<file path="src/design/exe_pkg.sv">
`default_nettype none

package exe_pkg;

    typedef logic [31:0] word_t;
    typedef logic [4:0]  reg_addr_t;

    // execute opcodes, decoded upstream
    typedef enum logic [4:0] {
        // arithmetic
        ADD, ADDU, SUB, SUBU,
        // logic
        AND, OR, XOR, NOR, LUI,
        // compare
        SLT, SLTU,
        // shifts
        SLL, SRL, SRA,
        // leading count
        CLO, CLZ,
        // conditional move
        MOVZ, MOVN,
        // multiply
        MULT, MULTU,
        // traps
        TEQ, TNE, TLT, TLTU, TGE, TGEU,
        // memory
        LW, SW
    } exe_op_e;

    typedef enum logic [1:0] {
        EXC_NONE,
        EXC_OVERFLOW,
        EXC_TRAP
    } exc_code_e;

    // request from decode
    typedef struct packed {
        exe_op_e   op;
        word_t     src1;
        word_t     src2;
        reg_addr_t dest;
        logic      reg_write;
        word_t     pc;
    } exe_req_t;

    // response to memory stage
    typedef struct packed {
        word_t       result;
        word_t       paddr;
        logic [63:0] product;
        reg_addr_t   dest;
        logic        reg_write;
        exc_code_e   exc;
        word_t       pc;
    } exe_resp_t;

    // unmapped kernel segments, two nibble values each
    localparam logic [3:0] KSEG0_NIBBLE = 4'h8;
    localparam logic [3:0] KSEG1_NIBBLE = 4'hA;

endpackage

`default_nettype wire
</file>
<file path="src/design/exe_stage.sv">
`timescale 1ns/10ps
`default_nettype none

module exe_stage import exe_pkg::*; #(
    parameter int mul_latency = 3
) (
    input  logic      clk,
    input  logic      reset,
    input  logic      flush_i,
    input  logic      id_valid_i,
    input  exe_req_t  id_req_i,
    input  logic      mem_allowin_i,
    output logic      allowin_o,
    output logic      valid_o,
    output exe_resp_t resp_o
);

    logic        stage_valid;
    exe_req_t    req_q;
    logic        accept;
    logic        id_is_mul;
    logic        is_mul_q;
    logic        ready_go;
    logic        mul_start;
    logic        mul_done;
    word_t       alu_result;
    logic        alu_overflow;
    logic        alu_trap;
    logic [63:0] mul_product;

    assign accept    = id_valid_i && allowin_o;
    assign id_is_mul = (id_req_i.op == MULT) || (id_req_i.op == MULTU);
    assign is_mul_q  = (req_q.op == MULT) || (req_q.op == MULTU);

    // multiply holds the stage until the product is out
    assign ready_go  = is_mul_q ? mul_done : 1'b1;
    assign allowin_o = !stage_valid || (ready_go && mem_allowin_i);
    // a flushed occupant never leaves
    assign valid_o   = stage_valid && ready_go && !flush_i;
    assign mul_start = accept && id_is_mul;

    always_ff @(posedge clk) begin
        if (reset || flush_i) begin
            stage_valid <= 1'b0;
        end else if (allowin_o) begin
            stage_valid <= id_valid_i;
        end
    end

    always_ff @(posedge clk) begin
        if (reset || flush_i) begin
            req_q <= '0;
        end else if (accept) begin
            req_q <= id_req_i;
        end
    end

    exe_alu u_alu (
        .op_i       (req_q.op),
        .src1_i     (req_q.src1),
        .src2_i     (req_q.src2),
        .result_o   (alu_result),
        .overflow_o (alu_overflow),
        .trap_o     (alu_trap)
    );

    exe_multiplier #(
        .mul_latency (mul_latency)
    ) u_multiplier (
        .clk         (clk),
        .reset       (reset),
        .flush_i     (flush_i),
        .start_i     (mul_start),
        .is_signed_i (req_q.op == MULT),
        .src1_i      (req_q.src1),
        .src2_i      (req_q.src2),
        .product_o   (mul_product),
        .mul_done_o  (mul_done)
    );

    exe_result_unit u_result_unit (
        .req_i        (req_q),
        .alu_result_i (alu_result),
        .overflow_i   (alu_overflow),
        .trap_i       (alu_trap),
        .product_i    (mul_product),
        .resp_o       (resp_o)
    );

endmodule

`default_nettype wire

</file>
<file path="src/design/exe_result_unit.sv">
`timescale 1ns/10ps
`default_nettype none

module exe_result_unit import exe_pkg::*; (
    input  exe_req_t    req_i,
    input  word_t       alu_result_i,
    input  logic        overflow_i,
    input  logic        trap_i,
    input  logic [63:0] product_i,
    output exe_resp_t   resp_o
);

    logic       is_count;
    logic       is_move;
    logic       is_mem;
    logic       is_mul;
    logic       move_cond;
    logic       in_kseg;
    word_t      count_src;
    logic [5:0] lead_count;
    logic [3:0] top_nibble;

    assign is_count = (req_i.op == CLO) || (req_i.op == CLZ);
    assign is_move  = (req_i.op == MOVZ) || (req_i.op == MOVN);
    assign is_mem   = (req_i.op == LW) || (req_i.op == SW);
    assign is_mul   = (req_i.op == MULT) || (req_i.op == MULTU);

    // CLO counts zeros of the inverted word
    assign count_src = (req_i.op == CLO) ? ~req_i.src1 : req_i.src1;

    always_comb begin
        lead_count = 6'd32;
        // highest set bit is the last one seen
        for (int i = 0; i < 32; i++) begin
            if (count_src[i]) begin
                lead_count = 6'(31 - i);
            end
        end
    end

    assign move_cond = (req_i.op == MOVZ) ? (req_i.src2 == '0) : (req_i.src2 != '0);

    // kseg0 is 8..9, kseg1 is A..B
    assign top_nibble = alu_result_i[31:28];
    assign in_kseg    = (top_nibble[3:1] == KSEG0_NIBBLE[3:1]) ||
                        (top_nibble[3:1] == KSEG1_NIBBLE[3:1]);

    always_comb begin
        if (is_count) begin
            resp_o.result = {26'b0, lead_count};
        end else if (is_move) begin
            resp_o.result = req_i.src1;
        end else begin
            resp_o.result = alu_result_i;
        end

        if (!is_mem) begin
            resp_o.paddr = '0;
        end else if (in_kseg) begin
            resp_o.paddr = {3'b000, alu_result_i[28:0]};
        end else begin
            // mapped space goes through untranslated
            resp_o.paddr = alu_result_i;
        end

        if (is_move) begin
            resp_o.reg_write = req_i.reg_write && move_cond;
        end else begin
            resp_o.reg_write = req_i.reg_write;
        end

        // trap takes priority
        if (trap_i) begin
            resp_o.exc = EXC_TRAP;
        end else if (overflow_i) begin
            resp_o.exc = EXC_OVERFLOW;
        end else begin
            resp_o.exc = EXC_NONE;
        end

        // multiplier chain keeps moving, only a multiply owns its output
        if (is_mul) begin
            resp_o.product = product_i;
        end else begin
            resp_o.product = '0;
        end
        resp_o.dest    = req_i.dest;
        resp_o.pc      = req_i.pc;
    end

endmodule

`default_nettype wire

</file>
<file path="src/design/exe_multiplier.sv">
`timescale 1ns/10ps
`default_nettype none

module exe_multiplier import exe_pkg::*; #(
    parameter int mul_latency = 3
) (
    input  logic        clk,
    input  logic        reset,
    input  logic        flush_i,
    input  logic        start_i,
    input  logic        is_signed_i,
    input  word_t       src1_i,
    input  word_t       src2_i,
    output logic [63:0] product_o,
    output logic        mul_done_o
);

    logic signed [32:0] mul_a;
    logic signed [32:0] mul_b;
    logic signed [65:0] prod_pipe [mul_latency];
    logic [2:0]         count;

    // sign or zero extension picks MULT vs MULTU
    assign mul_a = {is_signed_i & src1_i[31], src1_i};
    assign mul_b = {is_signed_i & src2_i[31], src2_i};

    // stage register in front counts as the first step
    assign prod_pipe[0] = mul_a * mul_b;

    for (genvar g = 1; g < mul_latency; g++) begin : g_pipe
        always_ff @(posedge clk) begin
            prod_pipe[g] <= prod_pipe[g-1];
        end
    end

    assign product_o = prod_pipe[mul_latency-1][63:0];

    // cycles left until the chain output belongs to the occupant
    always_ff @(posedge clk) begin
        if (reset || flush_i) begin
            count      <= 3'd0;
            mul_done_o <= 1'b0;
        end else if (start_i) begin
            count      <= 3'(mul_latency - 1);
            mul_done_o <= (mul_latency == 1);
        end else if (count != 3'd0) begin
            count      <= count - 3'd1;
            mul_done_o <= (count == 3'd1);
        end
    end

endmodule

`default_nettype wire

</file>
<file path="src/design/exe_alu.sv">
`timescale 1ns/10ps
`default_nettype none

module exe_alu import exe_pkg::*; (
    input  exe_op_e op_i,
    input  word_t   src1_i,
    input  word_t   src2_i,
    output word_t   result_o,
    output logic    overflow_o,
    output logic    trap_o
);

    logic       do_sub;
    word_t      addend;
    word_t      sum;
    logic       carry;
    logic       add_ovf;
    logic       less_s;
    logic       less_u;
    logic       equal;
    logic [4:0] shamt;

    // adder subtracts for sub, compares and traps
    always_comb begin
        case (op_i)
            SUB, SUBU, SLT, SLTU,
            TEQ, TNE, TLT, TLTU, TGE, TGEU: begin
                do_sub = 1'b1;
            end
            default: begin
                do_sub = 1'b0;
            end
        endcase
    end

    assign addend       = do_sub ? ~src2_i : src2_i;
    assign {carry, sum} = {1'b0, src1_i} + {1'b0, addend} + 33'(do_sub);

    // same-sign inputs with flipped result sign
    assign add_ovf = (src1_i[31] == addend[31]) && (sum[31] != src1_i[31]);
    assign less_s  = sum[31] ^ add_ovf;
    // no carry out means a borrow
    assign less_u  = ~carry;
    assign equal   = (src1_i == src2_i);
    assign shamt   = src1_i[4:0];

    // only the trapping add/sub report overflow
    assign overflow_o = add_ovf && ((op_i == ADD) || (op_i == SUB));

    always_comb begin
        case (op_i)
            TEQ:     trap_o = equal;
            TNE:     trap_o = !equal;
            TLT:     trap_o = less_s;
            TLTU:    trap_o = less_u;
            TGE:     trap_o = !less_s;
            TGEU:    trap_o = !less_u;
            default: trap_o = 1'b0;
        endcase
    end

    always_comb begin
        case (op_i)
            AND: begin
                result_o = src1_i & src2_i;
            end
            OR: begin
                result_o = src1_i | src2_i;
            end
            XOR: begin
                result_o = src1_i ^ src2_i;
            end
            NOR: begin
                result_o = ~(src1_i | src2_i);
            end
            LUI: begin
                result_o = {src2_i[15:0], 16'h0000};
            end
            SLT: begin
                result_o = {31'b0, less_s};
            end
            SLTU: begin
                result_o = {31'b0, less_u};
            end
            SLL: begin
                result_o = src2_i << shamt;
            end
            SRL: begin
                result_o = src2_i >> shamt;
            end
            SRA: begin
                result_o = $signed(src2_i) >>> shamt;
            end
            // add/sub family and load/store address
            default: begin
                result_o = sum;
            end
        endcase
    end

endmodule

`default_nettype wire

</file>
<file path="config.mk">
export PLATFORM = sky130hd
export DESIGN_NAME = exe_stage
export DESIGN_NICKNAME = d
export VERILOG_FILES = /design/src/design/exe_pkg.sv /design/src/design/exe_stage.sv /design/src/design/exe_result_unit.sv /design/src/design/exe_multiplier.sv /design/src/design/exe_alu.sv
export SDC_FILE = /design/constraint.sdc
export NUM_CORES = 2
export LEC_CHECK = 0
export BUFFER_PORTS_ARGS = -buffer_cell sky130_fd_sc_hd__buf_2
export CAP_MARGIN = 20
export CORE_MARGIN = 2
export CORE_UTILIZATION = 59
export DETAILED_ROUTE_END_ITERATION = 6
export PLACE_DENSITY = 0.8
export SLEW_MARGIN = 20
export SYNTH_ARGS = -nofsm -noshare
export SYNTH_HDL_FRONTEND = slang
export SYNTH_HIERARCHICAL = 1
export SYNTH_SLANG_ARGS = --single-unit
</file>
<file path="constraint.sdc">
create_clock -name clk -period 8 [get_ports clk]
set_input_delay 1.2 -clock clk [delete_from_list [all_inputs] [get_ports clk]]
set_output_delay 1.2 -clock clk [all_outputs]
set_load 0.02 [all_outputs]
</file>
; ---- Word-level counts from Yosys, hierarchy flattened
; Memories as Yosys holds them, arrays and structs flattened. A register that Yosys moved wholly into a read port is not among the register bits.
; Index checks and enable logic that the tools add are counted.
[classes]
n_eq_ne = 33
n_mul = 1
n_mux = 50
n_bitwise = 10
n_reduce_logical = 27
n_addsub = 3
shifts = 3
[ops]
columns = op, n
row1 = $pmux 32 s10, 1
row2 = $mux 32, 6
row3 = $mux 6, 32
row4 = $not 32->32, 3
row5 = $eq 5x5->1 const B, 14
row6 = $mul 33x33->64, 1
row7 = $mux 64, 1
row8 = $eq 5x4->1 const B, 8
row9 = $add 32x32->33, 1
row10 = $add 33x1->33, 1
row11 = $and 32x32->32, 1
row12 = $eq 32x32->1, 1
row13 = $logic_not 32->1, 1
row14 = $or 32x32->32, 1
row15 = $reduce_bool 32->1, 1
row16 = $shl 32x5->32, 1
row17 = $shr 32x5->32, 1
row18 = $sshr 32x5->32, 1
row19 = $xor 32x32->32, 1
row20 = $eq 5x3->1 const B, 4
row21 = $mux 5, 2
row22 = $logic_or 1x1->1, 9
row23 = $logic_and 1x1->1, 8
row24 = $eq 3x3->1 const B, 2
row25 = 16 further kinds, 25
[totals]
elab_cells = 140
register_bits = 240
mem_bits_ro = 32
mem_count = 1
[memory_table]
columns = name, depth, width, read_ports, rd_clocked_by_memory_dff, wr, line_no
row1 = (name not given), 32, 1, 1, 1, 0, exe_alu.sv:25  ; case (op_i)

; ---- Logic depth before layout (Yosys ltp)
[depth]
depth_word = 35
ltp_mapped = 30
mapped_depth_nobuf = 29

; ---- Modules after synthesis
; Netlist, hierarchy kept.
[by_module_without_submodules]
columns = module, cells_per_inst, seq_area_each_um2, n_inst, area_each_um2
row1 = exe_multiplier, 4389, 2642.5, 1, 41204.5
row2 = exe_alu, 1165, 0.0, 1, 7922.6
row3 = exe_stage, 478, 2162.1, 1, 4289.1
row4 = exe_result_unit, 442, 0.0, 1, 2517.4

; ---- Worst setup path before layout
; No wires, ideal clock.
[synth_path]
kind = reg2reg
startpoint = register req_q[103] (netlist bit)
endpoint = register u_multiplier/prod_pipe[126] (netlist bit)
arrival_ns = 8.520
slack_ns = -0.645
stages_incl_launch_ff = 28
setup_time_ns = 0.126
required_ns = 7.874
path_cell_list = dfxtp_1 -> nand4bb_1 -> nor2_1 -> clkbuf_1 -> clkbuf_1 -> and3_1 -> fa_1 -> fa_1 -> fa_1 -> inv_1 -> fa_1 -> inv_1 -> fa_1 -> fa_1 -> inv_1 -> fa_1 -> fa_1 -> inv_1 -> ha_1 -> and2_1 -> nand3_1 -> nand2b_1 -> or3_1 -> o22a_1 -> o2111a_1 -> o31ai_2 -> a31oi_1 -> xnor2_1
[synth_lines]
columns = element, line_no
row1 = "start, declared", exe_stage.sv:19  ; exe_req_t req_q;
row2 = "start signal, assigned", exe_stage.sv:54  ; req_q <= id_req_i;
row3 = "end signal, assigned by index", exe_multiplier.sv:32  ; prod_pipe[g] <= prod_pipe[g-1];
row4 = "end, declared", exe_multiplier.sv:20  ; logic signed [65:0] prod_pipe [mul_latency];

==> impl_metrics.toml <==
[clock_network]
clockBufferDepth = 3
cts_tree = "done"
cts_root_buf = "clkbuf_16"
clock_latency_ns = 0.66
clkSlewWorstSetupHoldPaths_ns = 0.09
htreeDepth = 1
numClockSinks = 240
cts_buffers = 30

[sta]
period_share = 0.983
finalCriticalPeriod_ns = 7.87
slew_headroom = 0.266
finalSetupViolations = 0
fin_setup_tns_ns = 0
finalClockSkew_ns = 0.0573
tightest_slew_ns = 1.10
hold_viol = 0
timing.final.ws_setup_ns = 0.133
grt_setup_unrepaired = "true"
finalMaxSlewViolations = 0
fmax_mhz = 127

[power]
p_switching_w = 0.00153
power_frac_clock = 0.358
pwr_density_cell_nw_per_um2 = 66.5
ir_drop_mv = 0.182
p_int_w = 0.00260
seq_power_share = 0.320
power_leakage_nw = 30.5
switching_share = 0.371
p_total_w = 0.00413
combPwrFrac = 0.322

[setup_path]
crit_path_end_kind = "flip-flop"
crit_top_cell = "fa_1"
cpMaxStageDelayCell = "fa_1"
arrival_ns = 8.40
crit_start = "req_q[105]"
r2r-end = "u_multiplier/prod_pipe[126]"
reg2reg_slack_ns = 0.13
crit_path_max_incr_delay_ns = 0.57
path_buf_inv = 5
cp-start-kind = "flip-flop"
path_depth = 27
r2r_start = "req_q[105]"
crit_required_ns = 8.53
reg2reg_depth = 27
path_delay_family = "adder cells"
path_max_fanout = 8
critPathCapture = "u_multiplier/prod_pipe[126]"
crit_type = "flip-flop to flip-flop"

[cells_and_area]
area_growth_pct = 11.0
fin_util = 0.663
fin_nets = 8283
final_layout_size_suffix_gt1_frac = 0.139
final_area_um2 = 62100

[placed_design]
place_congestion = 1.03
io_buffers = 281
dp_slack_ns = -0.315
dp_hpwl_um = 148000
dpl-instance-area_um2 = 60400

[synthesis]
async_reset_ff_frac = 0
synth_area_um2 = 55900
yosys_warnings = 6
synth_nets = 8026
ys_ff_latch = 240
synth_edf_count = 0
synth_area_per_cell_um2 = 8.64
ys_seq_area_frac = 0.0859
synth_cell_type_count = 98
synthCells = 6474
ys_dominant_reg_cell = "dfxtp_1"

[global_routing]
grt_max_degree = 196
track_usage = 0.390
grt_overflow_total = 0
grt_pass1_vias = 50800
antenna_found_initial = 5
grt_pass1_wl_um = 291000

[detailed_routing]
drc = 0
drt_wl_total_um = 192000
drtPass1Iterations = 7
postRouteAntennaNets = 0
vias_per_cell = 6.02
drt-initial-drc-count = 5740
vias = 48300
wl_per_cell_um = 23.9

[hold_path]
min_from = "u_multiplier/prod_pipe[76]"
hp-class = "flip-flop to flip-flop"

[floorplan]
rows = 112
start_util = 0.598
die_y_um = 312
fp.dieArea_um2 = 97300
fp.coreArea_um2 = 93600
ios = 282
dieWidth_um = 312

[flow_run]
max_cap_violations = 0

[outcome]
status = "finished clean"
-- worst reg2reg max path: cells and delay by family, from the launching register on --
kind,cells,cell delay (ns)
AOI/OAI and AO/OA,4,0.74
DFF,1,0.34
and+or+nand+nor,8,1.55
xor gates and xnor gates,1,0.14
buffers and inverters,5,0.54
adders and majority gates,9,4.44
-- registers in the layout, summed over array words and instances, names as in the netlist --
register and cells:
req_q 107, u_multiplier/prod_pipe 64, u_multiplier/product_o 64, u_multiplier/count 3, stage_valid 1, u_multiplier/mul_done_o 1
-- layout make-up --
class                      instances  area, µm²
timing repair buffer             714       5380
sequential                       240       4870
inverter                        1195       4500
multi-input combinational       4550      44700
clock buffer                      39        805
antenna                            8       20.0
tap                             1254       1570
clock inverter                    17        236
fill                            7500      31500
-- metrics by stage --
stage	std cells	hold WS, ns
5_1_grt	8009	0.322
4_1_cts	7987	0.315
2_1_floorplan	6474	0.310
3_3_place_gp	7927	0.311
3_5_place_dp	7927	0.312
6_report	8017	0.306
-- what timing repair did --
| item | in CTS | in global routing |
|---|---|---|
| setup endpoints to repair | 16 | 25 |
| gates cloned | 1 | 3 |
| buffers inserted | 3 | 20 |
| hold buffers | 0 | 0 |
| pin swaps | 4 | 44 |
| resized for setup | 21 | 78 |
-- worst min-delay path by stage --
stage / to / slack, ns / cells after the start
global placement: u_multiplier/product_o[9] / 0.31 / 0
CTS: u_multiplier/product_o[10] / 0.31 / 0
detailed placement: u_multiplier/product_o[14] / 0.31 / 0
global route: u_multiplier/product_o[10] / 0.32 / 0
finish: u_multiplier/product_o[10] / 0.31 / 0
floorplan: u_multiplier/product_o[0] / 0.31 / 0
-- layer usage --
metal	vias up	GRT usage	part of all wire
met5	-	0.00145	0.00032
met4	4	0.264	0.082
met3	861	0.0793	0.097
met2	3021	0.633	0.47
met1	23900	0.471	0.35
li1	20400	-	-
-- Yosys cell counts, types with 42 or more instances --
master    instances  share of area
inv_1          1193          0.080
mux2i_1         155          0.028
buf_4           104          0.014
xnor2_1         103          0.016
fa_1           1127           0.40
a211oi_1         42         0.0056
clkbuf_1        317          0.021
and2_1          393          0.044
a21o_1           53         0.0071
a21oi_1         217          0.019
ha_1            313          0.070
o21ai_0         137          0.012
nor2_1          195          0.013
nand2_1        1135          0.076
dfxtp_1         240          0.086
and3_1          109          0.012
buf_2            43         0.0038
-- logic make-up after synthesis --
kind of cell	share of synthesized area
simple gates	0.169
buf+inv	0.122
flops	0.0859
fa+ha+maj	0.473
xor+xnor	0.0205
mux	0.0406
compound gates	0.0887
-- power groups by stage --
stage               Sequential (W)  Clock (W)  Combinational [W]
floorplan                  0.00133          0           0.000769
global placement           0.00134          0            0.00124
detailed placement         0.00134          0            0.00126
CTS                        0.00132    0.00151            0.00127
global route               0.00132    0.00155            0.00141
finish                     0.00132    0.00148            0.00133
-- layout by cell type (no fill, tap or decap), types with 52 or more instances in the layout --
master,synthesis,final
a21o_1,53,53
a21oi_1,217,210
and2_1,393,391
and3_1,109,107
buf_12,0,52
buf_2,43,281
buf_4,104,373
dfxtp_1,240,212
fa_1,1127,1119
ha_1,313,307
inv_1,1193,1185
mux2i_1,155,155
nand2_1,1135,1134
nor2_1,195,190
o21ai_0,137,131
xnor2_1,103,102
No activity file was read; power rests on OpenSTA's default activity.
